[src/verilog/riscv_em_config.svh]
`ifndef RISCV_EM_CONFIG_SVH
`define RISCV_EM_CONFIG_SVH

// integer data path width, also the width of one data memory word
`define RISCV_EM_XLEN 64

// register file address width
`define RISCV_EM_RADDR_W 5

// data memory depth in XLEN words
`define RISCV_EM_DMEM_WORDS 256

`endif

[src/verilog/riscv_em_pkg.sv]
`include "riscv_em_config.svh"

package riscv_em_pkg;

  // major opcodes, bits [6:0] of the instruction word
  typedef enum logic [6:0] {
    OPC_OP     = 7'b0110011,
    OPC_OP_IMM = 7'b0010011,
    OPC_LUI    = 7'b0110111,
    OPC_JAL    = 7'b1101111,
    OPC_JALR   = 7'b1100111,
    OPC_LOAD   = 7'b0000011,
    OPC_STORE  = 7'b0100011
  } riscv_em_opcode_e;

  typedef enum logic [3:0] {
    ALU_ADD  = 4'd0,
    ALU_SUB  = 4'd1,
    ALU_AND  = 4'd2,
    ALU_OR   = 4'd3,
    ALU_XOR  = 4'd4,
    ALU_SLL  = 4'd5,
    ALU_SRL  = 4'd6,
    ALU_SRA  = 4'd7,
    ALU_SLT  = 4'd8,
    ALU_SLTU = 4'd9
  } riscv_em_aluop_e;

  typedef enum logic [1:0] {
    RES_ALU     = 2'd0,
    RES_MEM     = 2'd1,
    RES_PCPLUS4 = 2'd2,
    RES_IMM     = 2'd3
  } riscv_em_resultsrc_e;

  typedef struct packed {
    logic                          regw;
    logic                          memw;
    riscv_em_resultsrc_e           resultsrc;
    logic [1:0]                    storesrc;   // 0 byte .. 3 double
    logic [2:0]                    memext;     // load funct3
    riscv_em_aluop_e               aluop;
    logic                          alusrc;     // 1 selects the immediate
    logic [`RISCV_EM_RADDR_W-1:0]  rdaddr;
  } riscv_em_ctrl_t;

  // execute to memory payload
  typedef struct packed {
    logic                          memw;
    logic                          regw;
    riscv_em_resultsrc_e           resultsrc;
    logic [1:0]                    storesrc;
    logic [2:0]                    memext;
    logic [`RISCV_EM_XLEN-1:0]     pcplus4;
    logic [`RISCV_EM_XLEN-1:0]     result;
    logic [`RISCV_EM_XLEN-1:0]     storedata;
    logic [`RISCV_EM_RADDR_W-1:0]  rdaddr;
    logic [`RISCV_EM_XLEN-1:0]     imm;
    riscv_em_opcode_e              opcode;
    logic [31:0]                   inst;
  } riscv_em_em_t;

  // memory to writeback payload
  typedef struct packed {
    logic                          regw;
    logic [`RISCV_EM_RADDR_W-1:0]  rdaddr;
    logic [`RISCV_EM_XLEN-1:0]     wdata;
  } riscv_em_mw_t;

endpackage

[src/verilog/riscv_em_alu.sv]
`timescale 1ns/1ps
`include "riscv_em_config.svh"

module riscv_em_alu (
  input  riscv_em_pkg::riscv_em_ctrl_t i_riscv_em_ctrl,
  input  logic [`RISCV_EM_XLEN-1:0]    i_riscv_em_rs1_val,
  input  logic [`RISCV_EM_XLEN-1:0]    i_riscv_em_rs2_val,
  input  logic [`RISCV_EM_XLEN-1:0]    i_riscv_em_imm,
  input  logic [`RISCV_EM_XLEN-1:0]    i_riscv_em_pc,
  output logic [`RISCV_EM_XLEN-1:0]    o_riscv_em_result_e,
  output logic [`RISCV_EM_XLEN-1:0]    o_riscv_em_pcplus4_e
);

  import riscv_em_pkg::*;

  logic [`RISCV_EM_XLEN-1:0] op_a;
  logic [`RISCV_EM_XLEN-1:0] op_b;
  logic [5:0]                shamt;
  logic                      lt_s;
  logic                      lt_u;

  assign op_a  = i_riscv_em_rs1_val;
  assign op_b  = i_riscv_em_ctrl.alusrc ? i_riscv_em_imm : i_riscv_em_rs2_val;
  assign shamt = op_b[5:0];

  assign lt_s = $signed(op_a) < $signed(op_b);
  assign lt_u = op_a < op_b;

  // loads and stores produce the effective address here
  always_comb
  begin
    case (i_riscv_em_ctrl.aluop)
      ALU_ADD:  o_riscv_em_result_e = op_a + op_b;
      ALU_SUB:  o_riscv_em_result_e = op_a - op_b;
      ALU_AND:  o_riscv_em_result_e = op_a & op_b;
      ALU_OR:   o_riscv_em_result_e = op_a | op_b;
      ALU_XOR:  o_riscv_em_result_e = op_a ^ op_b;
      ALU_SLL:  o_riscv_em_result_e = op_a << shamt;
      ALU_SRL:  o_riscv_em_result_e = op_a >> shamt;
      ALU_SRA:  o_riscv_em_result_e = $signed(op_a) >>> shamt;
      ALU_SLT:  o_riscv_em_result_e = {{(`RISCV_EM_XLEN-1){1'b0}}, lt_s};
      ALU_SLTU: o_riscv_em_result_e = {{(`RISCV_EM_XLEN-1){1'b0}}, lt_u};
      default:  o_riscv_em_result_e = '0;
    endcase
  end

  assign o_riscv_em_pcplus4_e = i_riscv_em_pc + `RISCV_EM_XLEN'(4);   // link value

endmodule

[config.mk]
export PLATFORM = sky130hd
export DESIGN_NAME = riscv_em_alu
export DESIGN_NICKNAME = d
export VERILOG_FILES = /design/src/verilog/riscv_em_pkg.sv /design/src/verilog/riscv_em_alu.sv
export VERILOG_INCLUDE_DIRS = /design/src /design/src/verilog
export SDC_FILE = /design/constraint.sdc
export NUM_CORES = 1
export LEC_CHECK = 0
export BUFFER_PORTS_ARGS = -buffer_cell sky130_fd_sc_hd__clkbuf_2
export CAP_MARGIN = 25
export CORE_MARGIN = 5
export CORE_UTILIZATION = 28
export DETAILED_ROUTE_END_ITERATION = 10
export GPL_TIMING_DRIVEN = 1
export PLACE_DENSITY = 0.49
export SLEW_MARGIN = 15
export SYNTH_ARGS = -nofsm -noshare
export SYNTH_HDL_FRONTEND = slang
export SYNTH_SLANG_ARGS = --single-unit
[constraint.sdc]
create_clock -name vclk -period 7.56
set_input_delay 0.378 -clock vclk [all_inputs]
set_output_delay 0.378 -clock vclk [all_outputs]
set_load 0.02 [all_outputs]
==> out/results.ini <==
[global_routing]
gr-total-overflow=0
grt_pass1_vias=26750
busiest_layer=met2
grt_max_degree=61
antenna_found_initial=12
met1_usage_pct=46.0
use_met3_pct=5.71
grt_usage_pct=32.4
grt_pass1_wl_um=200000
grtUsageMet2_pct=49.8

[layout]
ff_latch_area_um2=0
layout.nets=3985
n_clock_buffer=0
syn_to_final_growth_pct=13.2
multi_input_area_um2=19900
fillers=8609
design.seq.count=0
drive_gt1_share_pct=16.2

[critical_path]
crit_required_ns=7.18
cp-end-kind=output port
slowest_stage=a311oi_1
cpMostUsedCell=o31ai_1
cp_num_buf_inv=3
worstPathArrival_ns=6.21
critPathKind=input pin to output port
crit_chain=buf_4 > mux2i_4 > inv_4 > ha_1 > a211oi_1 > o21ai_0 > a221oi_1 > o31ai_1 > a311oi_1 > o31ai_1 > mux2i_1 > xor2_1 > o2111ai_1 > clkbuf_2
cp-start-kind=input pin
slowest_delay_ns=0.78
critical-path-top-delay-family=compound AO/OA/AOI/OAI gates
crit_fanout=29

[cts]
postCtsHoldBufs=0
ctsResizeCount=0
post-cts-setup-buffers=0

[die]
start_util_pct=28.4
core_area_um2=76200
fp.dieW_um=288
io_pins=403
placementRows=101
die_area_um2=82800
die_height_um=288

[outcome]
status=completed

[synthesis]
synth_top_area_share_pct=13.7
syn-num-nets=3767
synth_area_per_cell_um2=6.57
synth.area.top_cells=mux2i_1 (14%), ha_1 (12%), a21oi_1 (7.1%)
synth_top_area_cell=mux2i_1
synth_warnings=0
ys_seq_area_share_pct=0
synth.distinct_cells=82
syn-instance-count=3291
syn_area_um2=21600

[sta]
rsz0062_at_grt=no
tns_ns=0
fin_crit_ns=6.59
setup_viol=0
min_period_over_period_pct=87.2
timing.fmax_mhz=152
finalHoldViolations=0
tightest_slew_ns=1.14
max_slew_margin_pct=23.7
slew_viol_final=0

[place]
io_buffers=385
place.gp.congestion=1.04
dp_hpwl_um=117000

[drt]
drc=0
routed_wl_um=144000
drt-initial-drc-count=4171
antenna_left=0
first_pass_iters=6
drt-vias-per-instance=6.35
num_vias=28841
drt-wirelength-per-cell_um=31.7

[hold_path]
hold_class=input pin to output port

[job]
drv_cap=0

==> cells by family (layout without fill, tap and decap cells) <==
logic type,after synthesis,after routing,synth area share (%)
simple gates,1095,1095,22.7
other cells,0,3,0
xor+xnor,112,112,4.54
mux,367,367,20.6
fa+ha+maj,201,201,11.7
buf+inv,450,666,8.39
compound gates,1066,1066,32.0
==> cell type report <==
type                       instances  share of cell area, %
antenna                            3                 0.0307
multi-input combinational       2841                   81.2
tap                             1030                   5.27
inverter                         203                   3.16
timing repair buffer             463                   10.3
==> synthesized netlist by cell type (all sizes together) (9+ instances only) <==
| cell type | n |
|---|---|
| nand2 | 377 |
| nor2 | 332 |
| a21oi | 306 |
| mux2i | 297 |
| o21ai | 221 |
| inv | 201 |
| ha | 199 |
| clkbuf | 156 |
| xnor2 | 96 |
| buf | 91 |
| nand3 | 91 |
| nor3 | 84 |
| a211oi | 63 |
| mux4 | 60 |
| a31oi | 52 |
| a221oi | 45 |
| o221ai | 43 |
| and3 | 41 |
| o31ai | 40 |
| o211ai | 37 |
| nor4 | 36 |
| o21bai | 35 |
| nand4 | 34 |
| o22ai | 28 |
| or3 | 21 |
| a21o | 20 |
| o21a | 19 |
| a2111oi | 16 |
| a311oi | 16 |
| nand2b | 16 |
| nor2b | 16 |
| xor2 | 16 |
| and2 | 14 |
| a211o | 12 |
| a22oi | 12 |
| o2111ai | 11 |
| mux2 | 10 |
| or2 | 10 |
| a21boi | 9 |
| o311ai | 9 |
==> stage by stage <==
stage / instance area [µm²] / utilization (%) / cells / hold WS, ns / worst slack, ns
after floorplan: 21600 / - / 3291 / 0.833 / 2.10
after global placement: 24500 / 32.1 / 4536 / 0.756 / 1.16
after detailed placement: 24500 / 32.1 / 4537 / 0.756 / 1.16
after CTS: 24500 / 32.1 / 4537 / 0.756 / 1.14
after global routing: 24500 / 32.1 / 4537 / 0.756 / 0.894
final: 24500 / 32.1 / 4540 / 0.756 / 0.969
==> placed cells by master, fill, tap and decap left out, types with 36 or more instances in the layout <==
master      n
inv_1     195
o21ai_0   203
ha_1      199
xnor2_1    96
a31oi_1    52
o221ai_1   43
buf_4      78
nand3_1    91
nor3_1     83
o211ai_1   37
a221oi_1   45
nor2_1    332
nor4_1     36
mux4_2     60
o31ai_1    39
a211oi_1   63
mux2i_1   291
nand2_1   377
a21oi_1   306
and3_1     41
clkbuf_2  383
==> final timing paths <==
kind               start  slack [ns]                 endpoint  cells after the start
min     i_riscv_em_pc[0]        0.76  o_riscv_em_pcplus4_e[0]                      0
max   i_riscv_em_ctrl[5]        0.97  o_riscv_em_result_e[51]                     14
==> per-layer routing <==
| layer | vias to the layer above | share of wire, % |
|---|---|---|
| met5 | - | 0.051 |
| met1 | 14105 | 43 |
| met3 | 261 | 9.9 |
| met4 | 10 | 4.2 |
| met2 | 1807 | 43 |
| li1 | 12658 | - |
