## src/verilog/riscv_em_config.svh

```systemverilog
`ifndef RISCV_EM_CONFIG_SVH
`define RISCV_EM_CONFIG_SVH

// integer data path width, also the width of one data memory word
`define RISCV_EM_XLEN 64

// register file address width
`define RISCV_EM_RADDR_W 5

// data memory depth in XLEN words
`define RISCV_EM_DMEM_WORDS 256

`endif

```

## src/verilog/riscv_em_pkg.sv

```systemverilog
`include "riscv_em_config.svh"

package riscv_em_pkg;

  // major opcodes, bits [6:0] of the instruction word
  typedef enum logic [6:0] {
    OPC_OP     = 7'b0110011,
    OPC_OP_IMM = 7'b0010011,
    OPC_LUI    = 7'b0110111,
    OPC_JAL    = 7'b1101111,
    OPC_JALR   = 7'b1100111,
    OPC_LOAD   = 7'b0000011,
    OPC_STORE  = 7'b0100011
  } riscv_em_opcode_e;

  typedef enum logic [3:0] {
    ALU_ADD  = 4'd0,
    ALU_SUB  = 4'd1,
    ALU_AND  = 4'd2,
    ALU_OR   = 4'd3,
    ALU_XOR  = 4'd4,
    ALU_SLL  = 4'd5,
    ALU_SRL  = 4'd6,
    ALU_SRA  = 4'd7,
    ALU_SLT  = 4'd8,
    ALU_SLTU = 4'd9
  } riscv_em_aluop_e;

  typedef enum logic [1:0] {
    RES_ALU     = 2'd0,
    RES_MEM     = 2'd1,
    RES_PCPLUS4 = 2'd2,
    RES_IMM     = 2'd3
  } riscv_em_resultsrc_e;

  typedef struct packed {
    logic                          regw;
    logic                          memw;
    riscv_em_resultsrc_e           resultsrc;
    logic [1:0]                    storesrc;   // 0 byte .. 3 double
    logic [2:0]                    memext;     // load funct3
    riscv_em_aluop_e               aluop;
    logic                          alusrc;     // 1 selects the immediate
    logic [`RISCV_EM_RADDR_W-1:0]  rdaddr;
  } riscv_em_ctrl_t;

  // execute to memory payload
  typedef struct packed {
    logic                          memw;
    logic                          regw;
    riscv_em_resultsrc_e           resultsrc;
    logic [1:0]                    storesrc;
    logic [2:0]                    memext;
    logic [`RISCV_EM_XLEN-1:0]     pcplus4;
    logic [`RISCV_EM_XLEN-1:0]     result;
    logic [`RISCV_EM_XLEN-1:0]     storedata;
    logic [`RISCV_EM_RADDR_W-1:0]  rdaddr;
    logic [`RISCV_EM_XLEN-1:0]     imm;
    riscv_em_opcode_e              opcode;
    logic [31:0]                   inst;
  } riscv_em_em_t;

  // memory to writeback payload
  typedef struct packed {
    logic                          regw;
    logic [`RISCV_EM_RADDR_W-1:0]  rdaddr;
    logic [`RISCV_EM_XLEN-1:0]     wdata;
  } riscv_em_mw_t;

endpackage

```

## src/verilog/riscv_em_ctrl.sv

```systemverilog
`timescale 1ns/1ps
`include "riscv_em_config.svh"

module riscv_em_ctrl (
  input  logic [31:0]                    i_riscv_em_inst,
  output riscv_em_pkg::riscv_em_ctrl_t   o_riscv_em_ctrl,
  output logic [`RISCV_EM_XLEN-1:0]      o_riscv_em_imm,
  output riscv_em_pkg::riscv_em_opcode_e o_riscv_em_opcode
);

  import riscv_em_pkg::*;

  riscv_em_opcode_e              opcode;
  logic [2:0]                    funct3;
  logic [6:0]                    funct7;
  logic [`RISCV_EM_RADDR_W-1:0]  rd;
  logic                          alt_op;
  riscv_em_aluop_e               arith_op;
  logic                          wr_en;
  logic [`RISCV_EM_XLEN-1:0]     imm_i;
  logic [`RISCV_EM_XLEN-1:0]     imm_s;
  logic [`RISCV_EM_XLEN-1:0]     imm_u;
  logic [`RISCV_EM_XLEN-1:0]     imm_j;

  assign opcode = riscv_em_opcode_e'(i_riscv_em_inst[6:0]);
  assign funct3 = i_riscv_em_inst[14:12];
  assign funct7 = i_riscv_em_inst[31:25];
  assign rd     = i_riscv_em_inst[11:7];

  // for OP-IMM funct7[5] only counts on the right shifts, addi has no subtract form
  assign alt_op = funct7[5] & ((opcode == OPC_OP) | (funct3 == 3'b101));

  assign imm_i = {{(`RISCV_EM_XLEN-12){i_riscv_em_inst[31]}}, i_riscv_em_inst[31:20]};
  assign imm_s = {{(`RISCV_EM_XLEN-12){i_riscv_em_inst[31]}}, i_riscv_em_inst[31:25],
                  i_riscv_em_inst[11:7]};
  assign imm_u = {{(`RISCV_EM_XLEN-32){i_riscv_em_inst[31]}}, i_riscv_em_inst[31:12], 12'b0};
  assign imm_j = {{(`RISCV_EM_XLEN-21){i_riscv_em_inst[31]}}, i_riscv_em_inst[31],
                  i_riscv_em_inst[19:12], i_riscv_em_inst[20], i_riscv_em_inst[30:21], 1'b0};

  always_comb
  begin
    case (funct3)
      3'b000: arith_op = alt_op ? ALU_SUB : ALU_ADD;
      3'b001: arith_op = ALU_SLL;
      3'b010: arith_op = ALU_SLT;
      3'b011: arith_op = ALU_SLTU;
      3'b100: arith_op = ALU_XOR;
      3'b101: arith_op = alt_op ? ALU_SRA : ALU_SRL;
      3'b110: arith_op = ALU_OR;
      default: arith_op = ALU_AND;
    endcase
  end

  always_comb
  begin
    o_riscv_em_ctrl = '0;
    o_riscv_em_imm  = '0;
    wr_en           = 1'b0;
    o_riscv_em_ctrl.aluop     = ALU_ADD;
    o_riscv_em_ctrl.resultsrc = RES_ALU;
    case (opcode)
      OPC_OP:
      begin
        wr_en                 = 1'b1;
        o_riscv_em_ctrl.aluop = arith_op;
      end
      OPC_OP_IMM:
      begin
        wr_en                  = 1'b1;
        o_riscv_em_ctrl.aluop  = arith_op;
        o_riscv_em_ctrl.alusrc = 1'b1;
        o_riscv_em_imm         = imm_i;   // shifts take only the low six bits
      end
      OPC_LUI:
      begin
        wr_en                     = 1'b1;
        o_riscv_em_ctrl.resultsrc = RES_IMM;
        o_riscv_em_imm            = imm_u;
      end
      OPC_JAL:
      begin
        wr_en                     = 1'b1;
        o_riscv_em_ctrl.resultsrc = RES_PCPLUS4;
        o_riscv_em_imm            = imm_j;
      end
      OPC_JALR:
      begin
        wr_en                     = 1'b1;
        o_riscv_em_ctrl.resultsrc = RES_PCPLUS4;
        o_riscv_em_ctrl.alusrc    = 1'b1;
        o_riscv_em_imm            = imm_i;
      end
      OPC_LOAD:
      begin
        wr_en                     = 1'b1;
        o_riscv_em_ctrl.resultsrc = RES_MEM;
        o_riscv_em_ctrl.alusrc    = 1'b1;
        o_riscv_em_ctrl.memext    = funct3;
        o_riscv_em_imm            = imm_i;
      end
      OPC_STORE:
      begin
        o_riscv_em_ctrl.memw     = 1'b1;
        o_riscv_em_ctrl.alusrc   = 1'b1;
        o_riscv_em_ctrl.storesrc = funct3[1:0];
        o_riscv_em_imm           = imm_s;
      end
      default: ;   // unknown opcode runs as a bubble
    endcase
    o_riscv_em_ctrl.regw   = wr_en & (rd != '0);
    o_riscv_em_ctrl.rdaddr = rd;
  end

  assign o_riscv_em_opcode = opcode;

endmodule

```

## config.mk

```make
export PLATFORM = sky130hd
export DESIGN_NAME = riscv_em_ctrl
export DESIGN_NICKNAME = d
export VERILOG_FILES = /design/src/verilog/riscv_em_pkg.sv /design/src/verilog/riscv_em_ctrl.sv
export VERILOG_INCLUDE_DIRS = /design/src /design/src/verilog
export SDC_FILE = /design/constraint.sdc
export NUM_CORES = 1
export LEC_CHECK = 0
export BUFFER_PORTS_ARGS = -buffer_cell sky130_fd_sc_hd__buf_2
export CAP_MARGIN = 10
export CORE_MARGIN = 2
export CORE_UTILIZATION = 38
export DETAILED_ROUTE_END_ITERATION = 6
export PLACE_DENSITY = 0.9
export SYNTH_ARGS = -nofsm -noshare
export SYNTH_HDL_FRONTEND = slang
export SYNTH_SLANG_ARGS = --single-unit
```

## constraint.sdc

```tcl
create_clock -name vclk -period 5.35
set_input_delay 1.07 -clock vclk [all_inputs]
set_output_delay 1.07 -clock vclk [all_outputs]
set_load 0.02 [all_outputs]
```

==> impl_metrics.csv <==
group,metric,value,unit
layout,finalCoreUtilization,48.5,%
power,swShare,63.4,%
grt,grt_pass1_wl,4340,um
synth,ys_warn_count,0,
power,sequentialPowerShare,0,%
die,die_h,56.5,um
place,dpl_cell_area,1300,um^2
worst_setup_path,crit_path_start_kind,"primary input",
synth,synth_fp_nets,170,
synth,yosysSeqAreaShare,0,%
worst_setup_path,max_stage_delay,0.66,ns
hold_path,worstHoldPathType,"in2out",
grt,grt_max_degree,34,
timing,tns,0,ns
worst_setup_path,cp.buffers_inverters,2,
power,p_switching,0.0000461,W
worst_setup_path,worstSetupEndpointType,"output pin",
detailed_routing,drcViolationCount,0,
run,drv_cap,0,
worst_setup_path,crit_family,"compound AO/OA/AOI/OAI gates",
die,die-area,3190,um^2
worst_setup_path,crit_chain,"buf_2 > or2_2 > a2111oi_4 > o21a_1 > buf_2",
die,pin_count,122,
layout,area_growth,24.6,%
detailed_routing,vias,1185,
clock_network,cts_hold_buf,0,
layout,final_nets,241,
timing,fin_crit_sh,78.0,%
timing,fin_crit,4.17,ns
die,die_width,56.5,um
power,p_per_area,55.8,nW/um^2
place,io_buffers,122,
grt,grt_usage,15.9,%
detailed_routing,ant_nets,0,
power,combPwrFrac,100.0,%
power,p_clk_share,0,%
worst_setup_path,crit_start,"i_riscv_em_inst[6]",
timing,rsz0062_at_grt,"false",
die,rows,19,
timing,hold_violations,0,
timing,finalSetupViolations,0,
layout,stdcell_area,1300,um^2
detailed_routing,routed_wl,2930,um
grt,gr-total-overflow,0,
timing,setup_slack,1.18,ns
power,leakage,0.903,nW
timing,tightest_slew,0.693,ns
synth,synth_area,1050,um^2
layout,final_layout_size_suffix_gt1_share,66.2,%
detailed_routing,drtIter0Drc,12,
die,core,2690,um^2
layout,seq_cell_count,0,
power,finalPower,0.0000727,W
detailed_routing,drtPass1Iterations,4,
die,start_util,38.9,%
layout,multiInputGateArea,647,um^2
grt,first_global_vias,965,
grt,antenna_found_initial,0,
place,place_congestion,0.719,
place,pre_cts_slack,1.15,ns
power,p_int,0.0000266,W
timing,max_slew_margin,53.8,%
layout,fillers,303,
layout,clock_buffers,0,
synth,synth_cell_types,38,
detailed_routing,avgViaCountPerCell,4.98,
worst_setup_path,slowest_stage,"o21a_1",
clock_network,cts_resized,0,
status,status,"completed",
layout,seq_area,0,um^2
timing,max_freq,240,MHz
detailed_routing,wl_per_cell,12.3,um
power,peakVddDrop,0.0313,mV
timing,finalMaxSlewViolations,0,
worst_setup_path,crit_type,"in2out",
worst_setup_path,crit_required,4.28,ns
hold_path,min_from,"i_riscv_em_inst[8]",
synth,syn_inst,138,
worst_setup_path,crit_arrival,3.10,ns
layout,diodes,0,
worst_setup_path,cp_max_fo,33,
worst_setup_path,crit_top_cell,"buf_2",
synth,synth_area_per_cell,7.58,um^2
clock_network,post_cts_buffers,0,
kinds of logic (layout without fill, tap and decap cells):
family                 after synthesis  after routing  synth area share [%]
AOI/OAI and AO/OA                   39             39                  33.7
and+or+nand+nor                     43             43                  27.0
muxes                                1              1                  1.08
buffers and inverters               55            124                  38.2
cell type report:
type,instances,area share [%]
inverters,2,0.576
multi-input cells,83,49.6
well taps,31,2.98
repair buffers,122,46.8
synthesized netlist by cell type (all sizes together):
master | count | area, um^2
a21oi | 3 | 18.8
and3 | 4 | 25.0
a211oi | 1 | 12.5
nor3b | 3 | 22.5
clkbuf | 3 | 12.5
mux2 | 1 | 11.3
nand2 | 4 | 15.0
and2 | 10 | 62.6
buf | 50 | 379
o21ai | 3 | 15.0
or3 | 1 | 11.3
nand4b | 1 | 8.76
and4bb | 1 | 12.5
nor2 | 4 | 15.0
inv | 2 | 7.51
or2 | 1 | 6.26
nor2b | 3 | 18.8
nand4 | 1 | 6.26
a21boi | 1 | 7.51
or4 | 2 | 15.0
and4b | 1 | 10.0
and4 | 1 | 8.76
o21a | 3 | 22.5
a22o | 13 | 114
o2111ai | 1 | 8.76
and3b | 2 | 17.5
nor3 | 1 | 5.00
a21o | 11 | 90.1
nand3 | 2 | 15.0
a2111oi | 2 | 55.1
nand3b | 1 | 7.51
o2bb2ai | 1 | 8.76
routing by layer:
layer  part of all wire, %  GRT usage (%)  vias to the layer above
li1                      -              -                      592
met1                    42           19.7                      534
met2                    50           31.2                       59
met3                   8.0          0.691                        0
met4                     0          0.340                        0
met5                     0              0                        -
through the flow:
step / hold WS (ns) / std cells
CTS: 2.39 / 238
finish: 2.39 / 238
global route: 2.40 / 238
global placement: 2.38 / 238
detailed placement: 2.39 / 238
floorplan: 2.22 / 138
power by group through the flow:
stage | Sequential (W) | Combinational, W | Clock (W)
3_3_place_gp | 0 | 0.0000715 | 0
4_1_cts | 0 | 0.0000730 | 0
3_5_place_dp | 0 | 0.0000728 | 0
2_1_floorplan | 0 | 0.0000535 | 0
6_report | 0 | 0.0000727 | 0
5_1_grt | 0 | 0.0000783 | 0
path summary, 6_finish.rpt:
path | to | slack [ns] | cells past startpoint
setup / recovery | o_riscv_em_imm[32] | 1.18 | 5
hold / removal | o_riscv_em_ctrl[1] | 2.39 | 2
layout by cell type, fill, tap and decap left out, types with 3 or more instances in the layout:
master	instances
and2_1	10
nor3b_1	3
and3_1	4
o21a_1	3
nor2_1	4
buf_2	122
nand2_1	4
o21ai_0	3
a21o_2	6
nor2b_1	3
a22o_1	13
a21o_1	5
Note: power is estimated with default switching activity, not from simulation.
